File: src/keypad_pkg.sv
package keypad_pkg;

    // ============================================================
    // Sizes
    // ============================================================
    localparam int NUM_KEYS  = 10;
    localparam int NUM_PAGES = 5;
    localparam int ROW_LEN   = 16;

    typedef logic [7:0]           char_t;
    typedef logic [ROW_LEN*8-1:0] text_row_t;
    typedef logic [3:0]           col_t;
    typedef logic [2:0]           page_t;
    typedef logic [2:0]           key_idx_t;

    typedef enum logic [2:0] {
        KEY_NONE      = 3'd0,
        KEY_CHAR      = 3'd1,
        KEY_SPACE     = 3'd2,
        KEY_BACKSPACE = 3'd3,
        KEY_NEXT_PAGE = 3'd4,
        KEY_PREV_PAGE = 3'd5
    } key_kind_e;

    typedef struct packed {
        key_kind_e kind;
        key_idx_t  idx;
    } key_event_t;

    typedef struct packed {
        logic  row;
        col_t  col;
        char_t ch;
    } lcd_write_t;

    // ============================================================
    // Character tables
    // ============================================================
    localparam char_t CHAR_SPACE = 8'h20;

    // Eight characters per page, page 0 first
    localparam logic [NUM_PAGES*64-1:0] PAGE_CHARS =
        {"12345678", "9ABCDEF0", "GHIJKLMN", "OPQRSTUV", "WXYZ    "};

    // Columns 12 and 14 are patched with the page range
    localparam text_row_t STATUS_TEXT     = "ENCODER     x-y ";
    localparam col_t      STATUS_FIRST_COL = 4'd12;
    localparam col_t      STATUS_LAST_COL  = 4'd14;

    // Column 0 sits in the top byte, as in a string literal
    function automatic int col_lsb(col_t col);
        return (ROW_LEN - 1 - int'(col)) * 8;
    endfunction

    function automatic char_t row_char(text_row_t row, col_t col);
        return row[col_lsb(col) +: 8];
    endfunction

    function automatic char_t page_char(page_t page, key_idx_t idx);
        int pos;
        pos = int'(page) * 8 + int'(idx);
        return PAGE_CHARS[(NUM_PAGES * 8 - 1 - pos) * 8 +: 8];
    endfunction

endpackage

File: src/button_debouncer.sv
`timescale 1ns/10ps

module button_debouncer #(
    parameter int DEBOUNCE_CYCLES = 250000
) (
    input  logic clk,
    input  logic rst_n,
    input  logic btn,
    output logic press
);

    localparam int CNT_W = $clog2(DEBOUNCE_CYCLES + 1);

    logic [1:0]       sync_q;
    logic             stable_q;
    logic [CNT_W-1:0] cnt_q;

    always_ff @(posedge clk or negedge rst_n) begin
        if (!rst_n) begin
            sync_q <= 2'b00;
        end else begin
            sync_q <= {sync_q[0], btn};
        end
    end

    // New level accepted after it held for the full window
    always_ff @(posedge clk or negedge rst_n) begin
        if (!rst_n) begin
            stable_q <= 1'b0;
            cnt_q    <= '0;
            press    <= 1'b0;
        end else begin
            press <= 1'b0;
            if (sync_q[1] == stable_q) begin
                cnt_q <= '0;
            end else if (cnt_q == CNT_W'(DEBOUNCE_CYCLES - 1)) begin
                stable_q <= sync_q[1];
                cnt_q    <= '0;
                press    <= sync_q[1];
            end else begin
                cnt_q <= cnt_q + 1'b1;
            end
        end
    end

endmodule

File: src/key_decoder.sv
`timescale 1ns/10ps

module key_decoder (
    input  logic                             clk,
    input  logic                             rst_n,
    input  logic [keypad_pkg::NUM_KEYS-1:0]  key_in,
    input  logic                             active,
    output keypad_pkg::key_event_t           key_event
);

    // Bit positions of the special keys (key N is bit N-1)
    localparam int KEY7_BIT  = 6;
    localparam int KEY8_BIT  = 7;
    localparam int KEY9_BIT  = 8;
    localparam int KEY10_BIT = 9;

    logic [keypad_pkg::NUM_KEYS-1:0] sync1_q;
    logic [keypad_pkg::NUM_KEYS-1:0] sync2_q;
    logic [keypad_pkg::NUM_KEYS-1:0] prev_q;
    logic [keypad_pkg::NUM_KEYS-1:0] rise;
    logic [keypad_pkg::NUM_KEYS-1:0] fall;
    logic                            held9;
    logic                            combo_q;
    keypad_pkg::key_idx_t            low_idx;
    keypad_pkg::key_event_t          next_event;

    always_ff @(posedge clk or negedge rst_n) begin
        if (!rst_n) begin
            sync1_q <= '0;
            sync2_q <= '0;
            prev_q  <= '0;
        end else begin
            sync1_q <= key_in;
            sync2_q <= sync1_q;
            prev_q  <= sync2_q;
        end
    end

    assign rise  = sync2_q & ~prev_q;
    assign fall  = ~sync2_q & prev_q;
    assign held9 = sync2_q[KEY9_BIT];

    // Lowest rising character key wins
    always_comb begin
        low_idx = '0;
        for (int i = 7; i >= 0; i--) begin
            if (rise[i]) begin
                low_idx = keypad_pkg::key_idx_t'(i);
            end
        end
    end

    always_comb begin
        next_event.kind = keypad_pkg::KEY_NONE;
        next_event.idx  = low_idx;
        if (!active) begin
            next_event.kind = keypad_pkg::KEY_NONE;
        end else if (rise[KEY10_BIT]) begin
            next_event.kind = keypad_pkg::KEY_BACKSPACE;
        end else if (fall[KEY9_BIT] && !combo_q) begin
            next_event.kind = keypad_pkg::KEY_SPACE;
        end else if (held9 && rise[KEY8_BIT]) begin
            next_event.kind = keypad_pkg::KEY_NEXT_PAGE;
        end else if (held9 && rise[KEY7_BIT]) begin
            next_event.kind = keypad_pkg::KEY_PREV_PAGE;
        end else if (!held9 && (rise[7:0] != 8'h00)) begin
            next_event.kind = keypad_pkg::KEY_CHAR;
        end
    end

    always_ff @(posedge clk or negedge rst_n) begin
        if (!rst_n) begin
            combo_q        <= 1'b0;
            key_event.kind <= keypad_pkg::KEY_NONE;
            key_event.idx  <= '0;
        end else begin
            // Key 9 release ends the combination
            if (fall[KEY9_BIT]) begin
                combo_q <= 1'b0;
            end else if (held9 && (rise[KEY8_BIT] || rise[KEY7_BIT])) begin
                combo_q <= 1'b1;
            end
            key_event <= next_event;
        end
    end

endmodule

File: src/keymap_page.sv
`timescale 1ns/10ps

module keymap_page (
    input  logic                   clk,
    input  logic                   rst_n,
    input  logic                   active,
    input  keypad_pkg::key_event_t key_event,
    output keypad_pkg::char_t      mapped_char,
    output keypad_pkg::text_row_t  status_row,
    output logic [7:0]             led_out
);

    localparam keypad_pkg::page_t LAST_PAGE =
        keypad_pkg::page_t'(keypad_pkg::NUM_PAGES - 1);

    keypad_pkg::page_t    page_q;
    keypad_pkg::key_idx_t last_idx;

    // ============================================================
    // Page register and LEDs
    // ============================================================
    always_ff @(posedge clk or negedge rst_n) begin
        if (!rst_n) begin
            page_q  <= '0;
            led_out <= 8'h00;
        end else begin
            if (active) begin
                case (key_event.kind)
                    keypad_pkg::KEY_NEXT_PAGE: begin
                        page_q <= (page_q == LAST_PAGE) ? '0 : page_q + 1'b1;
                    end
                    keypad_pkg::KEY_PREV_PAGE: begin
                        page_q <= (page_q == '0) ? LAST_PAGE : page_q - 1'b1;
                    end
                    default: begin
                    end
                endcase
            end

            if (!active) begin
                led_out <= 8'h00;
            end else if (page_q == LAST_PAGE) begin
                led_out <= 8'h0F;
            end else begin
                led_out <= 8'hFF;
            end
        end
    end

    // ============================================================
    // Lookups
    // ============================================================
    assign mapped_char = keypad_pkg::page_char(page_q, key_event.idx);

    // Last page carries only four characters
    assign last_idx = (page_q == LAST_PAGE) ? 3'd3 : 3'd7;

    always_comb begin
        status_row = keypad_pkg::STATUS_TEXT;
        status_row[keypad_pkg::col_lsb(keypad_pkg::STATUS_FIRST_COL) +: 8] =
            keypad_pkg::page_char(page_q, 3'd0);
        status_row[keypad_pkg::col_lsb(keypad_pkg::STATUS_LAST_COL) +: 8] =
            keypad_pkg::page_char(page_q, last_idx);
    end

endmodule

File: src/text_editor.sv
`timescale 1ns/10ps

module text_editor (
    input  logic                   clk,
    input  logic                   rst_n,
    input  logic                   active,
    input  keypad_pkg::key_event_t key_event,
    input  keypad_pkg::char_t      mapped_char,
    input  logic                   clear,
    output keypad_pkg::text_row_t  text_row,
    output logic                   refresh
);

    localparam keypad_pkg::col_t LAST_COL = 4'd15;

    keypad_pkg::col_t  cursor_q;
    keypad_pkg::col_t  length_q;
    keypad_pkg::col_t  next_col;
    keypad_pkg::col_t  prev_col;
    keypad_pkg::char_t new_char;
    logic              active_q;

    always_comb begin
        next_col = cursor_q + 1'b1;
        prev_col = cursor_q - 1'b1;
        if (key_event.kind == keypad_pkg::KEY_CHAR) begin
            new_char = mapped_char;
        end else begin
            new_char = keypad_pkg::CHAR_SPACE;
        end
    end

    always_ff @(posedge clk or negedge rst_n) begin
        if (!rst_n) begin
            text_row <= {keypad_pkg::ROW_LEN{keypad_pkg::CHAR_SPACE}};
            cursor_q <= '0;
            length_q <= '0;
            active_q <= 1'b0;
            refresh  <= 1'b0;
        end else begin
            refresh  <= 1'b0;
            active_q <= active;

            // Screen must be redrawn when the panel wakes up
            if (active && !active_q) begin
                refresh <= 1'b1;
            end

            if (active) begin
                case (key_event.kind)
                    keypad_pkg::KEY_CHAR, keypad_pkg::KEY_SPACE: begin
                        text_row[keypad_pkg::col_lsb(cursor_q) +: 8] <= new_char;
                        if (cursor_q != LAST_COL) begin
                            cursor_q <= next_col;
                            if (next_col > length_q) begin
                                length_q <= next_col;
                            end
                        end else begin
                            // Last cell is overwritten in place
                            length_q <= LAST_COL;
                        end
                        refresh <= 1'b1;
                    end
                    keypad_pkg::KEY_BACKSPACE: begin
                        if (cursor_q != '0) begin
                            cursor_q <= prev_col;
                            text_row[keypad_pkg::col_lsb(prev_col) +: 8] <=
                                keypad_pkg::CHAR_SPACE;
                            if (length_q != '0) begin
                                length_q <= length_q - 1'b1;
                            end
                            refresh <= 1'b1;
                        end
                    end
                    keypad_pkg::KEY_NEXT_PAGE, keypad_pkg::KEY_PREV_PAGE: begin
                        refresh <= 1'b1;
                    end
                    default: begin
                    end
                endcase

                if (clear) begin
                    text_row <= {keypad_pkg::ROW_LEN{keypad_pkg::CHAR_SPACE}};
                    cursor_q <= '0;
                    length_q <= '0;
                    refresh  <= 1'b1;
                end
            end
        end
    end

endmodule

File: src/lcd_refresh.sv
`timescale 1ns/10ps

module lcd_refresh (
    input  logic                  clk,
    input  logic                  rst_n,
    input  logic                  refresh,
    input  keypad_pkg::text_row_t text_row,
    input  keypad_pkg::text_row_t status_row,
    input  logic                  lcd_busy,
    input  logic                  lcd_done,
    output logic                  lcd_req,
    output keypad_pkg::lcd_write_t lcd_write
);

    typedef enum logic [1:0] {
        ST_IDLE,
        ST_WRITE,
        ST_WAIT
    } state_e;

    state_e                 state_q;
    logic                   row_q;
    keypad_pkg::col_t       col_q;
    keypad_pkg::lcd_write_t cur_write;
    keypad_pkg::lcd_write_t held_q;

    // Cell under the walk pointer, sampled from the live rows
    always_comb begin
        cur_write.row = row_q;
        cur_write.col = col_q;
        if (row_q) begin
            cur_write.ch = keypad_pkg::row_char(status_row, col_q);
        end else begin
            cur_write.ch = keypad_pkg::row_char(text_row, col_q);
        end
    end

    assign lcd_req   = (state_q == ST_WRITE) && !lcd_busy;
    assign lcd_write = (state_q == ST_WRITE) ? cur_write : held_q;

    // ============================================================
    // Frame walk, row 0 then row 1
    // ============================================================
    always_ff @(posedge clk or negedge rst_n) begin
        if (!rst_n) begin
            state_q <= ST_IDLE;
            row_q   <= 1'b0;
            col_q   <= '0;
            held_q  <= '0;
        end else begin
            case (state_q)
                ST_IDLE: begin
                    if (refresh) begin
                        row_q   <= 1'b0;
                        col_q   <= '0;
                        state_q <= ST_WRITE;
                    end
                end
                ST_WRITE: begin
                    if (lcd_req) begin
                        held_q  <= cur_write;
                        state_q <= ST_WAIT;
                    end
                end
                ST_WAIT: begin
                    if (lcd_done) begin
                        col_q <= col_q + 1'b1;
                        if (col_q == 4'd15) begin
                            row_q   <= 1'b1;
                            state_q <= row_q ? ST_IDLE : ST_WRITE;
                        end else begin
                            state_q <= ST_WRITE;
                        end
                    end
                end
                default: state_q <= ST_IDLE;
            endcase
        end
    end

endmodule

File: src/keypad_ui_top.sv
`timescale 1ns/10ps

module keypad_ui_top #(
    parameter int DEBOUNCE_CYCLES = 250000
) (
    input  logic                            clk,
    input  logic                            rst_n,
    input  logic                            is_active,
    input  logic [keypad_pkg::NUM_KEYS-1:0] key_in,
    input  logic                            btn_clear,
    input  logic                            lcd_busy,
    input  logic                            lcd_done,
    output logic                            lcd_req,
    output logic                            lcd_row,
    output keypad_pkg::col_t                lcd_col,
    output keypad_pkg::char_t               lcd_char,
    output logic [7:0]                      led_out
);

    keypad_pkg::key_event_t key_event;
    keypad_pkg::char_t      mapped_char;
    keypad_pkg::text_row_t  text_row;
    keypad_pkg::text_row_t  status_row;
    keypad_pkg::lcd_write_t lcd_write;
    logic                   clear_press;
    logic                   refresh;

    button_debouncer #(
        .DEBOUNCE_CYCLES(DEBOUNCE_CYCLES)
    ) button_debouncer_inst (
        .clk  (clk),
        .rst_n(rst_n),
        .btn  (btn_clear),
        .press(clear_press)
    );

    key_decoder key_decoder_inst (
        .clk      (clk),
        .rst_n    (rst_n),
        .key_in   (key_in),
        .active   (is_active),
        .key_event(key_event)
    );

    keymap_page keymap_page_inst (
        .clk        (clk),
        .rst_n      (rst_n),
        .active     (is_active),
        .key_event  (key_event),
        .mapped_char(mapped_char),
        .status_row (status_row),
        .led_out    (led_out)
    );

    text_editor text_editor_inst (
        .clk        (clk),
        .rst_n      (rst_n),
        .active     (is_active),
        .key_event  (key_event),
        .mapped_char(mapped_char),
        .clear      (clear_press),
        .text_row   (text_row),
        .refresh    (refresh)
    );

    lcd_refresh lcd_refresh_inst (
        .clk       (clk),
        .rst_n     (rst_n),
        .refresh   (refresh),
        .text_row  (text_row),
        .status_row(status_row),
        .lcd_busy  (lcd_busy),
        .lcd_done  (lcd_done),
        .lcd_req   (lcd_req),
        .lcd_write (lcd_write)
    );

    // LCD port fields
    assign lcd_row  = lcd_write.row;
    assign lcd_col  = lcd_write.col;
    assign lcd_char = lcd_write.ch;

endmodule

File: config.mk
export PLATFORM = sky130hd
export DESIGN_NAME = keypad_ui_top
export DESIGN_NICKNAME = d
export VERILOG_FILES = /design/src/keypad_pkg.sv /design/src/button_debouncer.sv /design/src/key_decoder.sv /design/src/keymap_page.sv /design/src/text_editor.sv /design/src/lcd_refresh.sv /design/src/keypad_ui_top.sv
export SDC_FILE = /design/constraint.sdc
export NUM_CORES = 1
export LEC_CHECK = 0
export BUFFER_PORTS_ARGS = -buffer_cell sky130_fd_sc_hd__buf_2
export CORE_MARGIN = 5
export CORE_UTILIZATION = 45
export CTS_CLUSTER_DIAMETER = 60
export DETAILED_ROUTE_END_ITERATION = 10
export SLEW_MARGIN = 40
export SYNTH_ARGS = -nofsm -noshare
export SYNTH_HDL_FRONTEND = slang
export SYNTH_SLANG_ARGS = --single-unit
File: constraint.sdc
create_clock -name clk -period 5.9 [get_ports clk]
set_input_delay 1.77 -clock clk [delete_from_list [all_inputs] [get_ports clk]]
set_output_delay 1.77 -clock clk [all_outputs]
set_load 0.02 [all_outputs]
== Word level (Yosys, flattened, before mapping) ==
Index checks and enable logic that the tools add are counted.

* Magnitude comparators: 0
* Bitwise operators: 5
* Eq/ne operators: 18
* Multipliers: 0
* Add/sub/neg operators: 16
* Reductions and logical operators: 30
* Multiplexer cells: 56
* Div/mod/pow operators: 0
* Shift operators: 9

{| class="wikitable"
|+ Operators with widths
! cell !! number
|-
| variable part select 320 x 32 -> 8 bit, first input constant || 3
|-
| bitwise mux 128 bit || 2
|-
| 2-to-1 mux 128 bit || 2
|-
| one-hot mux 128 bit (2 select lines) || 1
|-
| variable shift 8 x 33 -> 128 bit, first input constant || 2
|-
| variable part select 128 x 8 -> 8 bit || 2
|-
| variable part select 8 x 33 -> 128 bit || 1
|-
| variable part select 8 x 33 -> 128 bit, first input constant || 1
|-
| negation 32 -> 33 bit || 2
|-
| subtractor 7 x 29 -> 29 bit, first input constant || 2
|-
| 2-to-1 mux 3 bit || 16
|-
| 2-to-1 mux 18 bit || 2
|-
| 2-to-1 mux 8 bit || 4
|-
| 2-to-1 mux 4 bit || 5
|-
| adder 18 x 1 -> 18 bit, second input constant || 1
|-
| equality test 18 bit, second input constant || 1
|-
| one-hot mux 4 bit (2 select lines) || 2
|-
| subtractor 4 x 4 -> 5 bit, first input constant || 3
|-
| adder 6 x 3 -> 7 bit || 2
|-
| 2-to-1 mux 1 bit || 13
|-
| 2-to-1 mux 13 bit || 1
|-
| AND 10 bit || 1
|-
| NOT 10 bit || 1
|-
| AND 9 bit || 1
|-
| other kinds (36) || 63
|}

* Output and inout port bits: 22
* Latch bits: 0
* Memory bits (writable): 0
* Bits of input ports: 16
* ROM bits: 0
* Logic and storage cells: 156
* Memories: 0
* Flip-flop bits (word level): 224

== Depth between registers and ports, before layout ==
Gate-level depths: netlist of the first run.

* Depth in word-level cells: 10
* Mapped depth: 13
* Depth with buffers taken out: 10

== Hierarchy ==
A second synthesis of the first run with hierarchy kept.

* Cells, all modules: 1,396
* Area, all modules: 13,902.1 µm²

{| class="wikitable"
|+ By module, submodules not included
! module !! sequential area each (µm²) !! cells each !! area an instance (µm²) !! times used
|-
| text_editor || 3,373.2 || 547 || 6,000.8 || 1
|-
| lcd_refresh || 500.5 || 353 || 3,311.9 || 1
|-
| keymap_page || 125.1 || 321 || 2,348.5 || 1
|-
| key_decoder || 925.9 || 75 || 1,181.1 || 1
|-
| button_debouncer || 550.5 || 100 || 1,059.8 || 1
|}

== Least setup slack after synthesis of the first run ==
OpenSTA, ideal clock, no wires.

* Path type: register to output
* Start point: register keymap_page_inst.page_q[0]
* End point: output lcd_char[1]
* Path slack: 0.863 ns
* Buffers on the path: 4
* Required time: 4.130 ns
* Data arrival time: 3.267 ns
* Cell stages (with the launch flop): 13
* Cells stage by stage: dfrtp_1 buf_2 buf_2 inv_1 ha_1 ha_1 clkbuf_1 clkbuf_1 and3b_1 a21oi_1 o211ai_1 a22oi_1 o31ai_1

* Word-level cells in the longest chain between the ends: 8
* Elaborated cells on any way between the ends: 10
* Classes of those cells: 3 x add/sub; 1 x eq/ne; 3 x shift; 3 x mux

{| class="wikitable"
|+ RTL lines
! item !! line !! source
|-
| start: declaration || keymap_page.sv:16 || <nowiki>keypad_pkg::page_t page_q;</nowiki>
|-
| start signal: assignment || keymap_page.sv:30 || <nowiki>page_q <= (page_q == LAST_PAGE) ? '0 : page_q + 1'b1;</nowiki>
|-
| start signal: assignment || keymap_page.sv:33 || <nowiki>page_q <= (page_q == '0) ? LAST_PAGE : page_q - 1'b1;</nowiki>
|-
| equality test 3 bit || keymap_page.sv:56 || <nowiki>assign last_idx = (page_q == LAST_PAGE) ? 3'd3 : 3'd7;</nowiki>
|-
| 2-to-1 mux 3 bit || keymap_page.sv:56 ||
|-
| adder 6 x 3 -> 7 bit || keypad_pkg.sv:61 || <nowiki>pos = int'(page) * 8 + int'(idx);</nowiki>
|-
| subtractor 7 x 29 -> 29 bit || keypad_pkg.sv:62 || <nowiki>return PAGE_CHARS[(NUM_PAGES * 8 - 1 - pos) * 8 +: 8];</nowiki>
|-
| variable part select 320 x 32 -> 8 bit || keypad_pkg.sv:62 ||
|-
| variable part select 128 x 8 -> 8 bit * || keypad_pkg.sv:56 || <nowiki>return row[col_lsb(col) +: 8];</nowiki>
|-
| 2-to-1 mux 8 bit * || lcd_refresh.sv:31 || <nowiki>if (row_q) begin</nowiki>
|-
| 2-to-1 mux 13 bit * || lcd_refresh.sv:39 || <nowiki>assign lcd_write = (state_q == ST_WRITE) ? cur_write : held_q;</nowiki>
|-
| end: declaration || keypad_ui_top.sv:16 || <nowiki>output keypad_pkg::char_t lcd_char,</nowiki>
|}

Every way passes the cells marked *; elsewhere a longest branch is shown, timed or not.

== Final worst setup path of the first run ==
* Start point: register keymap_page_inst.page_q[1]
* End point: output lcd_char[2]

The elaborated chain is that of the path after synthesis.

==> key figures, run 1 <==
Global routing
  • GRT overflow: 0
  • Largest net degree at the start of global routing: ~120
  • Antenna violations before repair: 0
  • Vias in the first global route: just over 8,000
  • First-pass GRT wire length: 48.8 mm
  • GR Util All Layers: a little over a fifth

Cells and area
  • Commonest non-fill, non-tap cell in the layout: dfrtp_1
  • Most frequent cells in the layout: dfrtp_1, nand2_1, nor2_1
  • Number of diodes: 0
  • Nets@finish: 1,110
  • Final core occ: roughly half
  • Area grow syn2layout: 10.4%
  • Fin cells: about 1,400
  • Fraction of layout cells with a size suffix above 1: 18.4%

Synth
  • Multiplexer share of the synthesized area: under 10%
  • Warnings from Yosys: 0
  • Async set-or-reset flop fraction in the synthesized netlist: between 90% and 100%
  • Area leader, netlist: dfrtp_1
  • Synthesized instance count: about 1,100
  • Post-synthesis compound-gate area fraction: 18.8%
  • Area of the mapped netlist: 10,900 um2
  • Post-Synth Simple-Gate Area: 17.1%
  • Post-synth top flop: dfrtp_1
  • Synth Area in Adders: approximately 1.9%
  • Post-synth cell types: just under 90
  • Syn_nets: around 1,100
  • Top-area cell type share of the netlist area: about 42%
  • Sequential area share after synthesis: between 40% and 50%
  • Top cells by area, synth: dfrtp_1, mux2_2, dfstp_2, nand2_1, nor2_1
  • Largest family of logic cells by synthesized area: compound AO/OA/AOI/OAI gates
  • Post-Synth XOR/XNOR Area: 2.07%
  • #FFs+latches synth: between 200 and 250
  • Mean post-synth cell area: 10.1 um2
  • EDFF count, synth: 0

Route
  • Remaining routing DRC violations: 0
  • Drt first pass iters: 5
  • Vias per cell: slightly above 6
  • DR vias: between 8,000 and 9,000
  • DR iter-0 viols: just under 800
  • DRT antenna net count: 0
  • Detailed Route WL: 30.7 mm
  • DR WL/cell: 21.6 um

Timing
  • Max Fclk: 182 MHz
  • Fin Setup TNS: 0 ps
  • Crit path time final: 5500 ps
  • Final Setup Violations: 0
  • Clk_skew: 31.4 ps
  • Final period util: between 90% and 100%
  • Least-Margin Pin Slew: ~900 ps
  • Slew margin rel.: approximately two fifths
  • Slew Limit Fails: 0
  • RSZ-0062 raised after global routing: no
  • Final Hold Fails: 0
  • Setup ws final: just under 400 ps

CTS
  • H-Tree Level Count: 1
  • Cts bufs inserted: 25
  • Post-CTS sizing: 0
  • Maximum clock insertion buffer count: 3
  • Count of hold-fix buffers inserted at cts: 0
  • CTS tree: done
  • Post-CTS Setup Inserts: 0
  • Clk root buf: clkbuf_16
  • Worst-Skew Late Latency: roughly 540 ps
  • CTS clk-pin slew, worst paths: 60 ps
  • Clock net sink count: around 200

Outcome
  • Status: finished, final reports clean

Worst setup path
  • Arr. time, crit path: about 3700 ps
  • WP data required: slightly above 4000 ps
  • CP endpoint kind: output pin
  • CP max-delay cell: ha_1
  • WP depth: 9
  • Critical path startpoint category: flop
  • RR Startpoint: text_editor_inst.cursor_q[0]
  • CP max stage delay: between 700 and 800 ps
  • R2R setup slack: about 2100 ps
  • CP Max Fanout: 24
  • Crit path launch: keymap_page_inst.page_q[1]
  • Worst flop-to-flop path endpoint: text_editor_inst.text_row[64]
  • Cells on worst reg2reg path: 10
  • CP top delay family: adder cells
  • Buf+Inv Stages, Crit Path: 2
  • WS Path Type: reg -> out
  • Critical path cell sequence: inv_1, ha_2, ha_1, or3b_2, a2111oi_0, or3_1, a221oi_1, o21ai_0, buf_2
  • Critical Path Sink: lcd_char[2]

Floorplan
  • Die width: about 170 um
  • Initial Util: 45.4%
  • Die height: between 150 and 200 um
  • # rows: 57
  • Full die area: around 28,000 um2
  • Ports: 38
  • Core Box Area: 24,100 um2

Flow run
  • Max-cap viol count: 0

Place
  • GP Congestion: between 0.9 and 1
  • Post-place setup slack: about 900 ps
  • IO Port Bufs: 37
  • DP HPWL: roughly 22 mm
  • Placed cells: around 1,400

Power
  • Power per cell area: around 420 nW/um2
  • Leakage Power: between 5 and 6 nW
  • VDD IR-drop max: roughly 220 uV

Min path
  • Hold Crit Depth: 0
  • HP Start: key_decoder_inst.sync1_q[0]
  • Worst Hold Class: reg -> reg
cells by family after synthesis:
logic type               count (synthesis)
multiplexers                            81
AO/OA/AOI/OAI                          285
AND/OR/NAND/NOR                        362
XOR/XNOR                                25
flip-flops                             201
buffers and inverters                  112
adder cells (fa/ha/maj)                 17
where the power goes:
part | switching (mW) | internal (mW)
combinational | 1.16 | 0.651
sequential | 0.273 | 1.56
clock | 0.591 | 0.891
through the flow:
step                      cell area, um2  hold slack (ps)  power (mW)
after CTS                          12100              348        5.11
after floorplan                    10900              331        3.10
after global routing               12100              350        5.41
after global placement             11200              333        3.61
after detailed placement           11300              336        3.62
final                              12100              346        5.12
Yosys cell counts (13+ instances only):
| cell type | number |
|---|---|
| nor3_1 | 26 |
| buf_4 | 13 |
| buf_2 | 24 |
| o31ai_1 | 32 |
| a21oi_1 | 31 |
| o21ai_0 | 55 |
| ha_1 | 17 |
| mux2_2 | 52 |
| clkbuf_1 | 32 |
| nand2b_1 | 31 |
| mux2i_1 | 18 |
| nor2b_1 | 19 |
| a22o_1 | 36 |
| nor2_1 | 85 |
| dfstp_2 | 16 |
| dfrtp_1 | 185 |
| nand3_1 | 28 |
| nand2_1 | 89 |
| a31oi_1 | 20 |
| inv_1 | 34 |
worst min-delay path by stage:
stage / endpoint / slack, ps
after floorplan: button_debouncer_inst.sync_q[1] / 330
after global placement: key_decoder_inst.sync2_q[0] / 330
after detailed placement: key_decoder_inst.sync2_q[2] / 340
after CTS: key_decoder_inst.sync2_q[2] / 350
after global routing: key_decoder_inst.sync2_q[0] / 350
final: key_decoder_inst.sync2_q[0] / 350
metal layers:
layer | routed length [um] | GRT usage, % | up-vias
li1 | - | - | 3962
met1 | 14000 | 31.9 | 4258
met2 | 13900 | 34.4 | 314
met3 | 1970 | 3.09 | 58
met4 | 836 | 6.06 | 0
met5 | 0 | 0 | -
final cells by class:
class	instances	area, um2
multi-input cells	770	5410
clock buffers	39	728
repair buffers	44	270
clock inverters	7	70.1
inverters	35	131
well taps	324	405
fillers	2264	12000
flip-flops and latches	201	5060
sequential cells by signal, indices dropped and copies added (netlist names), 2 cells and up:
register,cells
button_debouncer_inst.sync_q,2
key_decoder_inst.sync2_q,10
button_debouncer_inst.cnt_q,18
lcd_refresh_inst.state_q,2
key_decoder_inst.key_event,6
key_decoder_inst.sync1_q,10
lcd_refresh_inst.col_q,4
text_editor_inst.cursor_q,4
keymap_page_inst.led_out,2
text_editor_inst.text_row,112
key_decoder_inst.prev_q,10
lcd_refresh_inst.held_q,13
keymap_page_inst.page_q,3
Power figures use the tool's default switching activity.
==> run 2: changes to the inputs <==
--- a/config.mk
+++ b/config.mk
@@ -6,11 +6,15 @@
 export NUM_CORES = 1
 export LEC_CHECK = 0
 export BUFFER_PORTS_ARGS = -buffer_cell sky130_fd_sc_hd__buf_2
+export CELL_PAD_IN_SITES_DETAIL_PLACEMENT = 1
+export CELL_PAD_IN_SITES_GLOBAL_PLACEMENT = 2
 export CORE_MARGIN = 5
-export CORE_UTILIZATION = 45
+export CORE_UTILIZATION = 42
 export CTS_CLUSTER_DIAMETER = 60
 export DETAILED_ROUTE_END_ITERATION = 10
+export PLACE_DENSITY = 0.88
 export SLEW_MARGIN = 40
 export SYNTH_ARGS = -nofsm -noshare
 export SYNTH_HDL_FRONTEND = slang
+export SYNTH_HIERARCHICAL = 1
 export SYNTH_SLANG_ARGS = --single-unit
==> run 2 against run 1 <==
Net effect:
- non-clock buffer count is 11 higher
- clock skew is 2.6 ps lower
- worst setup slack worse by 180 ps
- sequential share of layout area is 4.9 points lower
- cell area is 23% higher
- critical path depth is 7 higher
- critical path type unchanged
- largest cell class unchanged
==> key figures, run 2 <==
Cells and area
  • Number of diodes: 0
  • Nets@finish: roughly 1,400
  • Fraction of layout cells with a size suffix above 1: between 10% and 20%
  • Max reg flops: between 100 and 150
  • Area grow syn2layout: 6.53%
  • Commonest non-fill, non-tap cell in the layout: dfrtp_1
  • Fin cells: roughly 1,900
  • Biggest regs: text_editor_inst/text_row: 128 flops, button_debouncer_inst/cnt_q: 18 flops, lcd_refresh_inst/held_q: 13 flops
  • Biggest register: text_editor_inst/text_row
  • Most frequent cells in the layout: dfrtp_1, mux2i_1, conb_1

Power
  • Power per cell area: about 420 nW/um2
  • VDD IR-drop max: 237 uV
  • Combinational share of power: a little over two fifths
  • Clock power frac: roughly 28%
  • Switching Share: about two fifths
  • Sequential Power Share: 30.2%
  • Leakage Power: ~6.6 nW
  • Sw Pwr: ~2.5 mW
  • Internal power: about 3.7 mW

Route
  • DR WL/cell: roughly 21 um
  • Drt first pass iters: 6
  • DRT antenna net count: 0
  • DR vias: 10,500
  • DR iter-0 viols: 759
  • Vias per cell: 5.65
  • Detailed Route WL: slightly below 40 mm
  • Remaining routing DRC violations: 0

Synth
  • Async set-or-reset flop fraction in the synthesized netlist: between 90% and 100%
  • Post-synth top flop: dfrtp_1
  • Mean post-synth cell area: approximately 10 um2
  • Warnings from Yosys: 6
  • Sequential area share after synthesis: roughly two fifths
  • Synthesized instance count: 1,396
  • Post-synth cell types: 91
  • Area leader, netlist: dfrtp_1
  • Top-count cell post-synth: dfrtp_1
  • Top cells by area, synth: dfrtp_1, mux2i_1, buf_4, a22o_1, a22oi_1
  • EDFF count, synth: 0
  • Area of the mapped netlist: between 10,000 and 15,000 um2
  • Top-area cell type share of the netlist area: a little over a third
  • Top cells by count, synth: dfrtp_1, buf_4, mux2i_1, a22o_1, a21oi_1
  • #FFs+latches synth: roughly 220

Global routing
  • GR Util All Layers: a little over a fifth
  • Antenna violations before repair: 2
  • Largest net degree at the start of global routing: 133
  • Vias in the first global route: ~11,000
  • First-pass GRT wire length: roughly 62 mm
  • GRT overflow: 0

Worst setup path
  • WS Path Type: reg -> out
  • Worst flop-to-flop path endpoint: text_editor_inst/text_row[21]
  • Critical path startpoint category: flop
  • R2R setup slack: approximately 1700 ps
  • RR Startpoint: key_decoder_inst/key_event[1]
  • CP endpoint kind: output pin
  • Arr. time, crit path: between 3000 and 4000 ps
  • Crit path launch: keymap_page_inst/page_q[0]
  • CP Max Fanout: 9
  • Critical Path Sink: lcd_char[5]
  • Cells on worst reg2reg path: 11
  • WP data required: 4130 ps

Place
  • DP HPWL: approximately 27 mm
  • IO Port Bufs: 37
  • Placed cells: roughly 1,800
  • Post-place setup slack: approximately 400 ps
  • GP Congestion: 0.857

CTS
  • Count of hold-fix buffers inserted at cts: 0
  • H-Tree Level Count: 1
  • CTS clk-pin slew, worst paths: about 50 ps
  • Cts bufs inserted: 28
  • Maximum clock insertion buffer count: 3
  • Clock net sink count: around 220
  • Clk root buf: clkbuf_16
  • Worst-Skew Late Latency: ~570 ps
  • CTS tree: done

Timing
  • Clk_skew: roughly 29 ps
  • Slew Limit Fails: 0
  • Least-Margin Pin Slew: between 800 and 900 ps
  • Final Setup Violations: 0
  • Slew margin rel.: between 40% and 50%
  • RSZ-0062 raised after global routing: no
  • Crit path time final: roughly 5700 ps
  • Setup ws final: 220 ps
  • Final Hold Fails: 0
  • Fin Setup TNS: 0 ps
  • Max Fclk: around 180 MHz
  • Final period util: a little over nine tenths

Flow run
  • Max-cap viol count: 0

Floorplan
  • Die height: 192 um
  • Initial Util: between 40% and 50%
  • Full die area: 36,800 um2
  • Die width: about 190 um
  • Core Box Area: about 33,000 um2
  • Ports: 38
  • # rows: 66

Outcome
  • Status: finished, final reports clean

Min path
  • Worst Hold Class: reg -> reg
  • HP Start: key_decoder_inst/sync1_q[2]
run 2: per-stage QoR:
stage | area, um2 | util, % | total power, mW | hold slack (ps)
6_report | 14800 | 45.4 | 6.27 | 346
5_1_grt | 14800 | 45.4 | 6.64 | 353
4_1_cts | 14800 | 45.3 | 6.28 | 348
3_5_place_dp | 13800 | 42.4 | 4.48 | 336
3_3_place_gp | 13800 | 42.3 | 4.42 | 332
2_1_floorplan | 14300 | - | 3.97 | 331
run 2: logic make-up (layout without fill, tap and decap cells):
family                   Yosys count  count (layout)  share of synthesized area (%)
multiplexers                     161             161                           11.9
flip-flops                       218             218                           39.4
AND/OR/NAND/NOR                  323             323                           12.7
other                              2             115                         0.0540
AO/OA/AOI/OAI                    386             386                           19.9
buffers and inverters            247             146                           11.5
adder cells (fa/ha/maj)           26              26                           2.34
XOR/XNOR                          33              33                           2.23
run 2: cell type report:
cell class                      count  area, um2
Clock inverter                     10        133
Sequential cell                   218       5480
Fill cell                        3648      17800
Inverter                           39        146
Multi-Input combinational cell   1044       7300
Tap cell                          442        553
Clock buffer                       42        823
Timing Repair Buffer               55        372
run 2: timing repair:
item	CTS	global route
pin swaps	0	3
resized for setup	5	2
setup endpoints to repair	6	6
setup buffers	0	1
run 2: layer usage:
metal | vias up | global-route usage (%) | part of all wire [%]
met5 | - | 0 | 0
met4 | 0 | 5.64 | 2.7
met3 | 49 | 3.31 | 4.8
met2 | 218 | 33.7 | 46
met1 | 5340 | 29.8 | 46
li1 | 4848 | - | -
run 2: power by group through the flow:
stage	Combinational, mW	Sequential [mW]	Clock, mW
4_1_cts	2.59	1.89	1.79
6_report	2.63	1.89	1.75
2_1_floorplan	2.17	1.80	0
3_3_place_gp	2.52	1.90	0
5_1_grt	2.87	1.92	1.85
3_5_place_dp	2.57	1.91	0
run 2: worst max-delay path: stages (launching register included):
cell	delay [ps]
dfrtp_2	460
inv_1	100
ha_2	230
ha_4	190
inv_1	160
ha_2	350
mux2i_1	140
o21ai_1	90
a211oi_1	230
o21ai_0	150
nor2_1	140
mux2i_1	80
a22oi_1	180
a21oi_1	140
nor4_2	340
mux2_2	210
buf_2	160
run 2: how the worst min path moves through the flow:
stage | end | cells past startpoint
floorplan | button_debouncer_inst/sync_q[1] | 0
global placement | key_decoder_inst/sync2_q[2] | 0
detailed placement | key_decoder_inst/sync2_q[2] | 0
CTS | key_decoder_inst/sync2_q[3] | 0
global route | key_decoder_inst/sync2_q[2] | 0
finish | key_decoder_inst/sync2_q[2] | 0
